--- src/source/rom_pkg.sv ---
package rom_pkg;

    // SDRAM geometry
    localparam int sdram_aw = 22;   // Address counts 16-bit words
    localparam int sdram_dw = 32;   // One read returns two consecutive words

    // Who asked for the access in flight
    typedef enum logic [1:0] {
        region_main,
        region_snd,
        region_char
    } rom_region_e;

    // SDRAM access sequence
    typedef enum logic [1:0] {
        arb_idle,       // Waiting for a slot to miss
        arb_wait_ack,   // Request held until the controller takes it
        arb_wait_data   // Waiting for data_rdy
    } arb_state_e;

endpackage

--- src/source/game_rom.sv ---
`timescale 1ns/1ns

module game_rom #(
    parameter logic [rom_pkg::sdram_aw-1:0] snd_offset  = 22'h0A000,
    parameter logic [rom_pkg::sdram_aw-1:0] char_offset = 22'h0C000,
    parameter logic [rom_pkg::sdram_aw-1:0] prom_start  = 22'h1A000,
    parameter int                           main_aw     = 17,
    parameter int                           snd_aw      = 15,
    parameter int                           char_aw     = 12
) (
    input  logic                         clk,
    input  logic                         reset,
    // ROM download
    input  logic                         downloading,
    input  logic                         ioctl_wr,
    input  logic [rom_pkg::sdram_aw-1:0] ioctl_addr,
    input  logic [7:0]                   ioctl_data,
    output logic [rom_pkg::sdram_aw-1:0] prog_addr,
    output logic [7:0]                   prog_data,
    output logic [1:0]                   prog_mask,
    output logic                         prog_we,
    output logic [3:0]                   prom_we,
    // Game clients
    input  logic                         main_cs,
    input  logic [main_aw-1:0]           main_addr,
    output logic [7:0]                   main_dout,
    output logic                         main_ok,
    input  logic                         snd_cs,
    input  logic [snd_aw-1:0]            snd_addr,
    output logic [7:0]                   snd_dout,
    output logic                         snd_ok,
    input  logic                         char_cs,
    input  logic [char_aw-1:0]           char_addr,
    output logic [15:0]                  char_dout,
    output logic                         char_ok,
    // SDRAM
    output logic                         sdram_req,
    output logic [rom_pkg::sdram_aw-1:0] sdram_addr,
    input  logic                         sdram_ack,
    input  logic                         data_rdy,
    input  logic [rom_pkg::sdram_dw-1:0] data_read,
    output logic                         rom_ready
);

    localparam int main_ww = main_aw - 2;   // Byte clients drop two bits
    localparam int snd_ww  = snd_aw - 2;
    localparam int char_ww = char_aw - 1;   // Halfword client drops one
    localparam int xw      = rom_pkg::sdram_aw - 1;

    logic [main_ww-1:0] main_word;
    logic [snd_ww-1:0]  snd_word;
    logic [char_ww-1:0] char_word;
    logic               main_req, snd_req, char_req;
    logic               grant_main, grant_snd, grant_char;

    prom_loader #(.prom_start(prom_start)) u_loader (
        .clk         ( clk         ),
        .reset       ( reset       ),
        .downloading ( downloading ),
        .ioctl_wr    ( ioctl_wr    ),
        .ioctl_addr  ( ioctl_addr  ),
        .ioctl_data  ( ioctl_data  ),
        .prog_addr   ( prog_addr   ),
        .prog_data   ( prog_data   ),
        .prog_mask   ( prog_mask   ),
        .prog_we     ( prog_we     ),
        .prom_we     ( prom_we     )
    );

    rom_arbiter #(
        .snd_offset  ( snd_offset  ),
        .char_offset ( char_offset )
    ) u_arbiter (
        .clk         ( clk                                 ),
        .reset       ( reset                               ),
        .downloading ( downloading                         ),
        .main_req    ( main_req                            ),
        .snd_req     ( snd_req                             ),
        .char_req    ( char_req                            ),
        .main_word   ( {{(xw-main_ww){1'b0}}, main_word}   ),
        .snd_word    ( {{(xw-snd_ww){1'b0}}, snd_word}     ),
        .char_word   ( {{(xw-char_ww){1'b0}}, char_word}   ),
        .sdram_ack   ( sdram_ack                           ),
        .data_rdy    ( data_rdy                            ),
        .sdram_req   ( sdram_req                           ),
        .sdram_addr  ( sdram_addr                          ),
        .grant_main  ( grant_main                          ),
        .grant_snd   ( grant_snd                           ),
        .grant_char  ( grant_char                          ),
        .rom_ready   ( rom_ready                           )
    );

    // data_read fans out, only the granted slot keeps it
    rom_slot #(.aw(main_aw), .dw(8)) u_main (
        .clk         ( clk         ),
        .reset       ( reset       ),
        .downloading ( downloading ),
        .cs          ( main_cs     ),
        .addr        ( main_addr   ),
        .grant       ( grant_main  ),
        .data_read   ( data_read   ),
        .dout        ( main_dout   ),
        .ok          ( main_ok     ),
        .req         ( main_req    ),
        .word_addr   ( main_word   )
    );

    rom_slot #(.aw(snd_aw), .dw(8)) u_snd (
        .clk         ( clk         ),
        .reset       ( reset       ),
        .downloading ( downloading ),
        .cs          ( snd_cs      ),
        .addr        ( snd_addr    ),
        .grant       ( grant_snd   ),
        .data_read   ( data_read   ),
        .dout        ( snd_dout    ),
        .ok          ( snd_ok      ),
        .req         ( snd_req     ),
        .word_addr   ( snd_word    )
    );

    rom_slot #(.aw(char_aw), .dw(16)) u_char (
        .clk         ( clk         ),
        .reset       ( reset       ),
        .downloading ( downloading ),
        .cs          ( char_cs     ),
        .addr        ( char_addr   ),
        .grant       ( grant_char  ),
        .data_read   ( data_read   ),
        .dout        ( char_dout   ),
        .ok          ( char_ok     ),
        .req         ( char_req    ),
        .word_addr   ( char_word   )
    );

endmodule

--- src/source/prom_loader.sv ---
`timescale 1ns/1ns

module prom_loader #(
    parameter logic [rom_pkg::sdram_aw-1:0] prom_start = 22'h1A000
) (
    input  logic                         clk,
    input  logic                         reset,
    input  logic                         downloading,
    input  logic                         ioctl_wr,
    input  logic [rom_pkg::sdram_aw-1:0] ioctl_addr,
    input  logic [7:0]                   ioctl_data,
    output logic [rom_pkg::sdram_aw-1:0] prog_addr,
    output logic [7:0]                   prog_data,
    output logic [1:0]                   prog_mask,
    output logic                         prog_we,
    output logic [3:0]                   prom_we
);

    logic                         wr_en;
    logic                         is_prom;
    logic [rom_pkg::sdram_aw-1:0] prom_off;

    // Host writes only count during a download
    assign wr_en    = downloading && ioctl_wr;
    assign is_prom  = ioctl_addr >= prom_start;
    assign prom_off = ioctl_addr - prom_start;  // Byte offset inside the PROM area

    // Write strobes, one cycle after the host write
    always_ff @(posedge clk) begin
        if (reset) begin
            prog_we <= 1'b0;
            prom_we <= 4'd0;
        end else begin
            prog_we <= wr_en && !is_prom;
            prom_we <= 4'd0;
            if (wr_en && is_prom) begin
                // 256 bytes per PROM, nothing fires past the last one
                prom_we <= 4'b0001 << prom_off[rom_pkg::sdram_aw-1:8];
            end
        end
    end

    // Address, data and byte lane follow the same write
    always_ff @(posedge clk) begin
        if (wr_en) begin
            prog_data <= ioctl_data;
            prog_mask <= ioctl_addr[0] ? 2'b01 : 2'b10;    // Lane from byte parity
            if (is_prom) begin
                // PROMs take their address from the low bits
                prog_addr <= prom_off;
            end else begin
                prog_addr <= {1'b0, ioctl_addr[rom_pkg::sdram_aw-1:1]};    // Word address
            end
        end
    end

endmodule

--- src/source/rom_arbiter.sv ---
`timescale 1ns/1ns

module rom_arbiter #(
    parameter logic [rom_pkg::sdram_aw-1:0] snd_offset  = 22'h0A000,
    parameter logic [rom_pkg::sdram_aw-1:0] char_offset = 22'h0C000
) (
    input  logic                         clk,
    input  logic                         reset,
    input  logic                         downloading,
    input  logic                         main_req,
    input  logic                         snd_req,
    input  logic                         char_req,
    input  logic [rom_pkg::sdram_aw-2:0] main_word,    // 32-bit word index
    input  logic [rom_pkg::sdram_aw-2:0] snd_word,
    input  logic [rom_pkg::sdram_aw-2:0] char_word,
    input  logic                         sdram_ack,
    input  logic                         data_rdy,
    output logic                         sdram_req,
    output logic [rom_pkg::sdram_aw-1:0] sdram_addr,
    output logic                         grant_main,
    output logic                         grant_snd,
    output logic                         grant_char,
    output logic                         rom_ready
);

    rom_pkg::arb_state_e          state;
    rom_pkg::rom_region_e         region;        // Owner of the access in flight
    rom_pkg::rom_region_e         pick;
    logic [rom_pkg::sdram_aw-2:0] pick_word;
    logic [rom_pkg::sdram_aw-1:0] pick_offset;
    logic                         any_req;
    logic                         dwnld_l;
    logic                         served;

    assign any_req = main_req || snd_req || char_req;

    // Fixed priority, main CPU first
    always_comb begin
        pick      = rom_pkg::region_main;
        pick_word = main_word;
        if (!main_req && snd_req) begin
            pick      = rom_pkg::region_snd;
            pick_word = snd_word;
        end else if (!main_req && !snd_req && char_req) begin
            pick      = rom_pkg::region_char;
            pick_word = char_word;
        end
    end

    always_comb begin
        case (pick)
            rom_pkg::region_snd:  pick_offset = snd_offset;
            rom_pkg::region_char: pick_offset = char_offset;
            default:              pick_offset = '0;     // Main ROM sits at the bottom
        endcase
    end

    // One SDRAM access at a time
    always_ff @(posedge clk) begin
        if (reset) begin
            state     <= rom_pkg::arb_idle;
            region    <= rom_pkg::region_main;
            sdram_req <= 1'b0;
        end else begin
            case (state)
                rom_pkg::arb_idle: begin
                    if (any_req && rom_ready && !downloading) begin
                        region     <= pick;
                        // SDRAM counts 16-bit words, two per client word
                        sdram_addr <= pick_offset + {pick_word, 1'b0};
                        sdram_req  <= 1'b1;
                        state      <= rom_pkg::arb_wait_ack;
                    end
                end
                rom_pkg::arb_wait_ack: begin
                    if (sdram_ack) begin
                        sdram_req <= 1'b0;
                        state     <= rom_pkg::arb_wait_data;
                    end
                end
                rom_pkg::arb_wait_data: begin
                    if (data_rdy) state <= rom_pkg::arb_idle;
                end
                default: begin
                    sdram_req <= 1'b0;
                    state     <= rom_pkg::arb_idle;
                end
            endcase
        end
    end

    // Grant rides on data_rdy so the slot captures data_read directly
    assign served     = (state == rom_pkg::arb_wait_data) && data_rdy;
    assign grant_main = served && (region == rom_pkg::region_main);
    assign grant_snd  = served && (region == rom_pkg::region_snd);
    assign grant_char = served && (region == rom_pkg::region_char);

    // ROM contents usable from the cycle after the download ends
    always_ff @(posedge clk) begin
        if (reset) begin
            dwnld_l   <= 1'b0;
            rom_ready <= 1'b0;
        end else begin
            dwnld_l <= downloading;
            if (downloading) begin
                rom_ready <= 1'b0;
            end else if (dwnld_l) begin
                rom_ready <= 1'b1;  // Falling edge of downloading
            end
        end
    end

endmodule

--- src/source/rom_slot.sv ---
`timescale 1ns/1ns

module rom_slot #(
    parameter int  aw = 12,                  // Client address width
    parameter int  dw = 16,                  // Client data width, 8 or 16
    localparam int sw = (dw == 8) ? 2 : 1    // Lane select bits inside a 32-bit word
) (
    input  logic                         clk,
    input  logic                         reset,
    input  logic                         downloading,
    input  logic                         cs,
    input  logic [aw-1:0]                addr,
    input  logic                         grant,
    input  logic [rom_pkg::sdram_dw-1:0] data_read,
    output logic [dw-1:0]                dout,
    output logic                         ok,
    output logic                         req,
    output logic [aw-sw-1:0]             word_addr
);

    logic [rom_pkg::sdram_dw-1:0] cached;      // Last word fetched
    logic [aw-sw-1:0]             cached_addr;
    logic                         valid;
    logic                         hit;

    assign word_addr = addr[aw-1:sw];
    assign hit       = valid && (cached_addr == word_addr);

    // Client side
    assign ok   = cs && hit;
    assign dout = cached[addr[sw-1:0]*dw +: dw];    // Lowest address in the low lane

    // Miss goes to the arbiter, held until the grant fills the slot
    assign req = cs && !hit && !downloading;

    // Contents are stale once new ROM data comes in
    always_ff @(posedge clk) begin
        if (reset || downloading) begin
            valid <= 1'b0;
        end else if (grant) begin
            valid <= 1'b1;
        end
    end

    // Grant and data arrive in the same cycle
    always_ff @(posedge clk) begin
        if (grant && !downloading) begin
            cached      <= data_read;
            cached_addr <= word_addr;   // Client holds addr until ok
        end
    end

endmodule

--- config.mk ---
export PLATFORM = sky130hd
export DESIGN_NAME = game_rom
export DESIGN_NICKNAME = d
export VERILOG_FILES = /design/src/source/rom_pkg.sv /design/src/source/game_rom.sv /design/src/source/prom_loader.sv /design/src/source/rom_arbiter.sv /design/src/source/rom_slot.sv
export SDC_FILE = /design/constraint.sdc
export NUM_CORES = 1
export LEC_CHECK = 0
export BUFFER_PORTS_ARGS = -buffer_cell sky130_fd_sc_hd__buf_2
export CAP_MARGIN = 25
export CORE_ASPECT_RATIO = 1.1
export CORE_MARGIN = 1
export CORE_UTILIZATION = 48
export DETAILED_ROUTE_END_ITERATION = 12
export GPL_TIMING_DRIVEN = 0
export PLACE_DENSITY = 0.76
export RECOVER_POWER = 50
export SKIP_CTS_REPAIR_TIMING = 1
export SLEW_MARGIN = 20
export SYNTH_ARGS = -nofsm -noshare
export SYNTH_HDL_FRONTEND = slang
export SYNTH_SLANG_ARGS = --single-unit
--- constraint.sdc ---
create_clock -name clk -period 5 [get_ports clk]
set_clock_uncertainty 0.2 [all_clocks]
set_input_delay 1 -clock clk [delete_from_list [all_inputs] [get_ports clk]]
set_output_delay 1 -clock clk [all_outputs]
set_load 0.03 [all_outputs]
# Word-level counts from Yosys, hierarchy flattened
# Index checks and enable logic that the tools add are counted.
# totals
reg_bits,204
input_bits,115
out_inout_bits,96
elab_cells,102
# op_classes
add_sub_neg,2
magnitude_cmp,1
eq_ne,12
n_shift,4
muxes,14
bitwise,3
reduce_logical,45
# op_table
cell,n
$shiftx A32 B6 Y8,2
$mux W21,2
$pmux W16 S2,1
$shiftx A32 B6 Y16,1
$logic_and A1 B1 Y1,27
$add A16 B22 Y22,1
$ge A22 B17 Y1 const B,1
$sub A22 B17 Y22 const B,1
$eq A15 B15 Y1,1
$mux W15,1
$shl A1 B14 Y4 const A,1
$eq A13 B13 Y1,1
$mux W2,6
$eq A11 B11 Y1,1
$reduce_and A3 Y1,3
$logic_not A1 Y1,7
$eq A2 B1 Y1 const B,3
$eq A2 B2 Y1 const B,3
$pmux W2 S3,1
$logic_not A2 Y1,2
$ne A2 B2 Y1 const B,2
$reduce_or A2 Y1,2
$logic_or A1 B1 Y1,3
$not A1 Y1,3
4 further kinds,5

# Logic depth before layout (Yosys ltp)
# Gate-level depths: netlist of run 1.
# logic_depth
word_depth,13
mapped_depth,11
ltp_nobuf,8

# Hierarchy
# A second synthesis of run 1 with hierarchy kept.
# hier_totals
cells_unflattened,574
area_unflattened_um2,8888.5
# by_module_without_submodules
mod,n_inst,cells_per_inst,area_per_inst_um2,seq_area_each_um2
rom_slot (u_main),1,98,1930.6,1431.4
rom_slot (u_snd),1,92,1835.5,1371.3
rom_slot (u_char),1,93,1750.4,1311.3
rom_arbiter,1,168,1699.1,770.7
prom_loader,1,122,1669.1,1061.0
game_rom,1,1,3.8,0.0

# Worst setup path after synthesis of run 1
# Ideal clock, no wire load.
# synth_timing
kind,input to register
start,input data_rdy
end,register u_main.cached[0] in the netlist's numbering (enable)
setup_ns,0.510
arrival_ns,4.604
t_required_ns,4.290
path_slack_ns,-0.313
path_stages,3
path_buffers,0
cell_sequence,nand2_1 > or3_1 > nor3_1
# synth_via
elab_chain_cells,3
# synth_rtl
element,line,text
from (decl),game_rom.sv:40,"input logic data_rdy,"
$logic_and A1 B1 Y1,rom_arbiter.sv:93,assign served = (state == rom_pkg::arb_wait_data) && data_rdy;
$logic_and A1 B1 Y1,rom_arbiter.sv:94,assign grant_main = served && (region == rom_pkg::region_main);
$logic_and A1 B1 Y1,rom_slot.sv:47,if (grant && !downloading) begin
to (signal assigned),rom_slot.sv:48,cached <= data_read;
to (decl),rom_slot.sv:21,logic [rom_pkg::sdram_dw-1:0] cached;
# No other way between the ends.
# A chain may end at the register's enable or synchronous reset.

# Worst setup path after layout of run 1
# layout_timing
start,input snd_addr[14]
end,output snd_ok
# layout_via
elab_chain_cells,3
# layout_rtl
element,line,text
from (decl),game_rom.sv:29,"input logic [snd_aw-1:0] snd_addr,"
$eq A13 B13 Y1,rom_slot.sv:27,assign hit = valid && (cached_addr == word_addr);
$logic_and A1 B1 Y1,rom_slot.sv:27,
$logic_and A1 B1 Y1,rom_slot.sv:30,assign ok = cs && hit;
to (decl),game_rom.sv:31,"output logic snd_ok,"
# No other way between the ends.

==> summary.md, run 1 <==
| Metric | Value |
|---|---|
| Layout cell share with drive strength beyond 1 | `27.7%` |
| Sink Count | `198` |
| VDD IR max | `about 0.00024 V` |
| Sequential Area | `slightly below 6000 sq um` |
| Pwr dens | `between 300 and 400 nW/um^2` |
| MaxCap Viol Count | `1` |
| CP max FO | `10` |
| Detail Route Antenna Nets | `0` |
| Deepest clock path buffer count | `2` |
| Crit path kind | `input port to output pin` |
| Worst EP arrival | `roughly 2900 ps` |
| Antenna violations before repair | `0` |
| Max Freq | `approximately 250 MHz` |
| Synth Instances | `between 500 and 600` |
| Cell Rows | `50` |
| WHS Path Cells | `1` |
| WP data required | `~3800 ps` |
| Failing checks | `max-capacitance violations, max-slew violations` |
| Clock transition at the registers of the reported paths | `~70 ps` |
| Dpl hpwl | `roughly 13000 um` |
| Clk Latency, worst-skew pair | `around 430 ps` |
| EDFF count, synth | `approximately 180` |
| Hold Violations, Final | `0` |
| Status | `complete, but fails checks` |
| Slew HR | `-43.8%` |
| Ant. Diodes | `0` |
| Setup Viol. Count Final | `0` |
| DR iter-0 viols | `340` |
| Worst r2r path cells | `9` |
| GRT Resource Usage Total | `about a fifth` |
| Synthesized area per cell | `15.7 sq um` |
| DP Area | `approximately 9700 sq um` |
| Max Slew Vio Count | `34` |
| Final wirelength | `between 15000 and 20000 um` |
| Finished Core Util | `approximately three fifths` |
| Die area | `17800 sq um` |
| Effective utilization at floorplan | `48.9%` |
| Clock root cell | `clkbuf_16` |
| Routability cong. | `between 0.9 and 1` |
| Final non-filler cell area | `~10000 sq um` |
| Cell Area, Synth | `8290 sq um` |
| Fin crit period | `~4000 ps` |
| Vias in the first global route | `5324` |
| Largest net degree at the start of global routing | `34` |
| DP Worst Slack | `roughly 780 ps` |
| Sequential cell area fraction in the yosys report | `69.9%` |
| CTS tree | `yes` |
| DRT Pass-1 Iters | `4` |
| RSZ-0062 raised after global routing | `no` |
| Io pins | `around 210` |
| Worst Tran Pin Value | `2160 ps` |
| Area Growth Syn to Fin | `23.0%` |
| Leak | `between 3 and 4 nW` |
| Via count | `around 5300` |
| Vias per std cell | `about 5.3` |
| H-Tree Level Count | `4` |
| CP Capture Type | `output pin` |
| Core Area | `17000 sq um` |
| Area of the multi-input gates | `2280 sq um` |
| Library cells used by synthesis | `54` |
| Die Ht | `around 140 um` |
| Final worst setup slack | `approximately 950 ps` |
| Number of synthesized register bits | `about 200` |
| Die width | `127 um` |
| Reg2reg setup slack | `around 1400 ps` |
| Port Buffer Count | `between 150 and 200` |
| Yosys synthesis warning count | `0` |
| Residual DRC count | `0` |
| Hold Slack | `between 200 and 250 ps` |
| Gr ovfl total | `0` |
| TNS Setup | `0 ps` |
| Hold Crit Class | `register to register` |
| CTS buffer count | `17` |
| Post-route clock period utilization | `around four fifths` |
| Startpoint class of the critical path | `input port` |
| Routed wire length per instance | `18.0 um` |
| # nets final | `roughly 880` |
| Post-synth top flop | `edfxtp_1` |
| Ys async rst share | `0%` |
| # fillers | `1318` |
| First-pass GRT wire length | `~28000 um` |
## routing by layer
metal / up-vias / wire [um] / track usage [%]
met5: - / 0 / 0
met4: 0 / 401 / 7.27
met3: 36 / 1100 / 5.23
met2: 227 / 9300 / 35.2
met1: 2608 / 7260 / 26.3
li1: 2478 / - / -
## layout make-up
| class | count | area share [%] |
|---|---|---|
| Clock inverter | 15 | 2.05 |
| Tap cell | 234 | 2.87 |
| Inverter | 23 | 0.847 |
| Timing Repair Buffer | 203 | 9.38 |
| Sequential cell | 198 | 56.9 |
| Multi-Input combinational cell | 283 | 22.3 |
| Clock buffer | 17 | 4.17 |
| Buffer | 29 | 1.50 |
## state kept, by name (all words and copies together) (netlist names), 4 cells and up
register              flops
u_arbiter.sdram_addr     16
u_char.cached            32
u_char.cached_addr       11
u_loader.prog_addr       22
u_loader.prog_data        8
u_loader.prom_we          4
u_main.cached            32
u_main.cached_addr       15
u_snd.cached             32
u_snd.cached_addr        13
## through the flow
stage	power, mW	cells
6_report	3.55	1002
5_1_grt	3.66	1002
4_1_cts	3.59	1002
3_5_place_dp	2.19	970
3_3_place_gp	2.18	965
2_1_floorplan	2.06	533
## synth_stat cells (all sizes together) (13+ instances only)
cell,number,share of area [%]
buf,15,1.2
clkbuf,14,0.63
dfxtp,15,3.6
edfxtp,183,66
inv,23,1.0
mux2,16,2.2
mux4,16,4.3
nand2,39,1.8
nand4,23,1.7
nor2,20,0.91
o2111ai,13,1.4
xnor2,32,3.4
xor2,13,1.4
## where the power goes
group / switching, mW / internal, mW
logic: 0.200 / 0.105
clock network: 0.708 / 0.696
registers: 0.00710 / 1.83
## path summary, 6_finish.rpt
check | from | endpoint
setup / recovery | snd_addr[14] | snd_ok
hold / removal | u_arbiter.dwnld_l | u_arbiter.rom_ready
setup reg to reg | u_main.cached_addr[9] | u_arbiter.sdram_addr[16]
hold reg to reg | u_arbiter.dwnld_l | u_arbiter.rom_ready
## cell families after synthesis
family / share of synthesized area [%]
xor+xnor: 4.76
simple gates: 8.91
buf+inv: 2.88
flops: 69.9
fa+ha+maj: 0.846
mux: 6.52
other cells: 0.0453
compound gates: 6.10
## worst max-delay path, stage by stage
cell and delay (ps):
clkbuf_1 250, xnor2_1 210, nand4_1 110, or4_1 490, buf_2 180, clkbuf_1 220, nor2_1 170, buf_2 220
## cells in the final DEF, fill, tap and decap left out, drive strengths merged, types with 13 or more instances in the layout
master   Yosys  layout
xnor2       32      32
nand4       23      23
dfxtp       15      15
edfxtp     183     183
nand2       39      39
mux4        16      16
mux2        16      16
buf         15     138
inv         23      30
xor2        13      13
clkbuf      14     111
nor2        20      20
o2111ai     13      13
Power figures use the tool's default switching activity.
==> inputs of run 2 (changes only) <==
--- a/config.mk
+++ b/config.mk
@@ -5,14 +5,15 @@
 export SDC_FILE = /design/constraint.sdc
 export NUM_CORES = 1
 export LEC_CHECK = 0
+export ABC_AREA = 1
 export BUFFER_PORTS_ARGS = -buffer_cell sky130_fd_sc_hd__buf_2
 export CAP_MARGIN = 25
 export CORE_ASPECT_RATIO = 1.1
 export CORE_MARGIN = 1
-export CORE_UTILIZATION = 48
+export CORE_UTILIZATION = 53
 export DETAILED_ROUTE_END_ITERATION = 12
 export GPL_TIMING_DRIVEN = 0
-export PLACE_DENSITY = 0.76
+export PLACE_DENSITY = 0.79
 export RECOVER_POWER = 50
 export SKIP_CTS_REPAIR_TIMING = 1
 export SLEW_MARGIN = 20
==> constraint.sdc (replaced) <==
create_clock -name clk -period 3.9 [get_ports clk]
set_clock_uncertainty 0.2 [all_clocks]
set_input_delay 0.78 -clock clk [delete_from_list [all_inputs] [get_ports clk]]
set_output_delay 0.78 -clock clk [all_outputs]
set_load 0.03 [all_outputs]
==> summary.md, run 2 <==
| Metric | Value |
|---|---|
| Status | `complete, no violations` |
| Antenna violations before repair | `1` |
| VDD IR max | `0.000295 V` |
| Final wirelength | `between 20000 and 25000 um` |
| Io pins | `approximately 210` |
| Cell Area, Synth | `between 8000 and 9000 sq um` |
| Deepest clock path buffer count | `2` |
| Worst Tran Pin Value | `about 1200 ps` |
| Yosys synthesis warning count | `0` |
| Switching share of power | `24.6%` |
| CP Cell Sequence | `buf_2 -> inv_1 -> clkbuf_1 -> nor2_1 -> o22ai_1 -> buf_2` |
| GRT Resource Usage Total | `about a quarter` |
| Max Freq | `310 MHz` |
| Final non-filler cell area | `roughly 10000 sq um` |
| NetSw | `approximately 1.1 mW` |
| Die area | `~17000 sq um` |
| Largest net degree at the start of global routing | `33` |
| DRT Pass-1 Iters | `5` |
| H-Tree Level Count | `4` |
| Clock root cell | `clkbuf_16` |
| DR iter-0 viols | `approximately 610` |
| CTS buffer count | `17` |
| DP Area | `approximately 10000 sq um` |
| Clock transition at the registers of the reported paths | `~70 ps` |
| Port Buffer Count | `203` |
| Ys async rst share | `0%` |
| RSZ-0062 raised after global routing | `no` |
| Comb power frac | `about a tenth` |
| EDFF count, synth | `between 150 and 200` |
| Synthesized area per cell | `11.0 sq um` |
| Share of Yosys cell area claimed by the top area cell type | `between 60 and 70%` |
| Slew HR | `18.1%` |
| Layout cell share with drive strength beyond 1 | `16.9%` |
| Area Growth Syn to Fin | `21.7%` |
| Effective utilization at floorplan | `between 50 and 60%` |
| Number of synthesized register bits | `between 150 and 200` |
| Setup Viol. Count Final | `0` |
| Sink Count | `between 150 and 200` |
| # nets final | `about 1100` |
| Detail Route Antenna Nets | `0` |
| Library cells used by synthesis | `37` |
| Hold Crit Class | `register to register` |
| Clk Latency, worst-skew pair | `430 ps` |
| GRT Max-Usage Layer | `met2` |
| Cell Int Power | `roughly 3.4 mW` |
| Post-synth top flop | `edfxtp_1` |
| Sequential power share | `between 50% and 60%` |
| First-pass GRT wire length | `30400 um` |
| Vias per std cell | `between 5 and 6` |
| TNS Setup | `0 ps` |
| CP max FO | `10` |
| Worst EP arrival | `~2300 ps` |
| Biggest regs | `u_char.cached: 32 flops, u_main.cached: 32 flops, u_snd.cached: 32 flops` |
| Routed wire length per instance | `between 15 and 20 um` |
| Vias in the first global route | `6077` |
| MaxCap Viol Count | `0` |
| Routability cong. | `around 0.9` |
| Sequential cell area fraction in the yosys report | `between 60% and 70%` |
| CP Capture Type | `output pin` |
| Clock share of power | `37.9%` |
| Fin crit period | `3230 ps` |
| Leak | `4.20 nW` |
| CTS tree | `yes` |
| Commonest non-fill, non-tap cell in the layout | `nand2_1` |
| Post-synth top cells | `nand2_1, edfxtp_1, inv_1, nor2_1, o21ai_0` |
| Pwr dens | `around 430 nW/um^2` |
| Via count | `approximately 6300` |
| WP data required | `~2900 ps` |
| Ant. Diodes | `0` |
| Die Ht | `about 130 um` |
| Cell Rows | `48` |
| Residual DRC count | `0` |
| Crit path buf inv count | `4` |
| Dpl hpwl | `about 15000 um` |
| Finished Core Util | `66.1%` |
| Hold Violations, Final | `0` |
| Most frequent cell after synthesis | `nand2_1` |
| Synth area leaders | `edfxtp_1, nand2_1, inv_1` |
| CP max stage delay | `about 480 ps` |
| Leading area contributor after synthesis | `edfxtp_1` |
| Die width | `between 100 and 150 um` |
| Max Slew Vio Count | `0` |
| Crit path kind | `input port to output pin` |
| Startpoint class of the critical path | `input port` |
| Post-route clock period utilization | `between 80% and 90%` |
| Top Family by Delay on Critical Path | `buffers and inverters` |
| Gr ovfl total | `0` |
| Most frequent cells in the layout | `nand2_1, edfxtp_1, clkbuf_1` |
| Cell mode on critical path | `buf_2` |
| Synth Instances | `774` |
| Met3 global-route usage | `under 10%` |
| Grt met2 use | `roughly two fifths` |
| Total Power | `around 4.5 mW` |
| Core Area | `15700 sq um` |
| CP max-delay cell | `clkbuf_1` |
| GR Util met1 | `between 30% and 40%` |
run 2: final cells by class:
type                       instances  area [sq um]
multi-input combinational        455          2240
fill                            1210          5310
sequential                       198          5800
clock inverter                    15           138
inverter                         106           398
timing repair buffer             208           998
buffer                            20           124
clock buffer                      17           425
tap                              200           250
run 2: final timing paths:
| path | from | end | slack (ps) | depth (start not counted) |
|---|---|---|---|---|
| min | u_arbiter.dwnld_l | u_arbiter.rom_ready | 270 | 2 |
| max | main_addr[0] | main_dout[0] | 670 | 6 |
| min reg2reg | u_arbiter.dwnld_l | u_arbiter.rom_ready | 270 | 2 |
| max reg2reg | u_snd.cached_addr[10] | u_arbiter.sdram_addr[14] | 1210 | 12 |
run 2: worst min-delay path, delay by kind of cell, from the launching register on:
kind / cells / cell delay (ps)
flops: 1 / 300
simple gates: 2 / 120
run 2: power by group through the flow:
stage | sequential, mW | combinational [mW] | clock (mW)
2_1_floorplan | 2.46 | 0.195 | 0
3_3_place_gp | 2.40 | 0.419 | 0
3_5_place_dp | 2.41 | 0.431 | 0
4_1_cts | 2.36 | 0.432 | 1.72
5_1_grt | 2.36 | 0.454 | 1.78
6_report | 2.36 | 0.417 | 1.69
run 2: layer usage:
| metal | vias up | share of wire, % |
|---|---|---|
| li1 | 3049 | - |
| met4 | 0 | 2.4 |
| met2 | 339 | 48 |
| met5 | - | 0 |
| met3 | 46 | 10 |
| met1 | 2892 | 39 |
run 2: metrics by stage:
step                setup WS (ps)  std cells  hold WS [ps]
floorplan                    99.9        779           225
global placement            -1020       1182           230
detailed placement            691       1187           251
CTS                           713       1219           270
global route                  596       1219           298
finish                        672       1219           269
run 2: logic make-up (layout without fill, tap and decap cells):
kind of cell | count (synthesis) | after routing | synth area share [%]
AOI/OAI and AO/OA | 84 | 84 | 5.36
xor gates and xnor gates | 9 | 9 | 0.925
adders and majority gates | 5 | 5 | 0.823
buffers and inverters | 126 | 366 | 6.13
DFF | 198 | 198 | 68.0
muxes | 16 | 16 | 2.12
other | 1 | 6 | 0.0440
and+or+nand+nor | 335 | 335 | 16.6
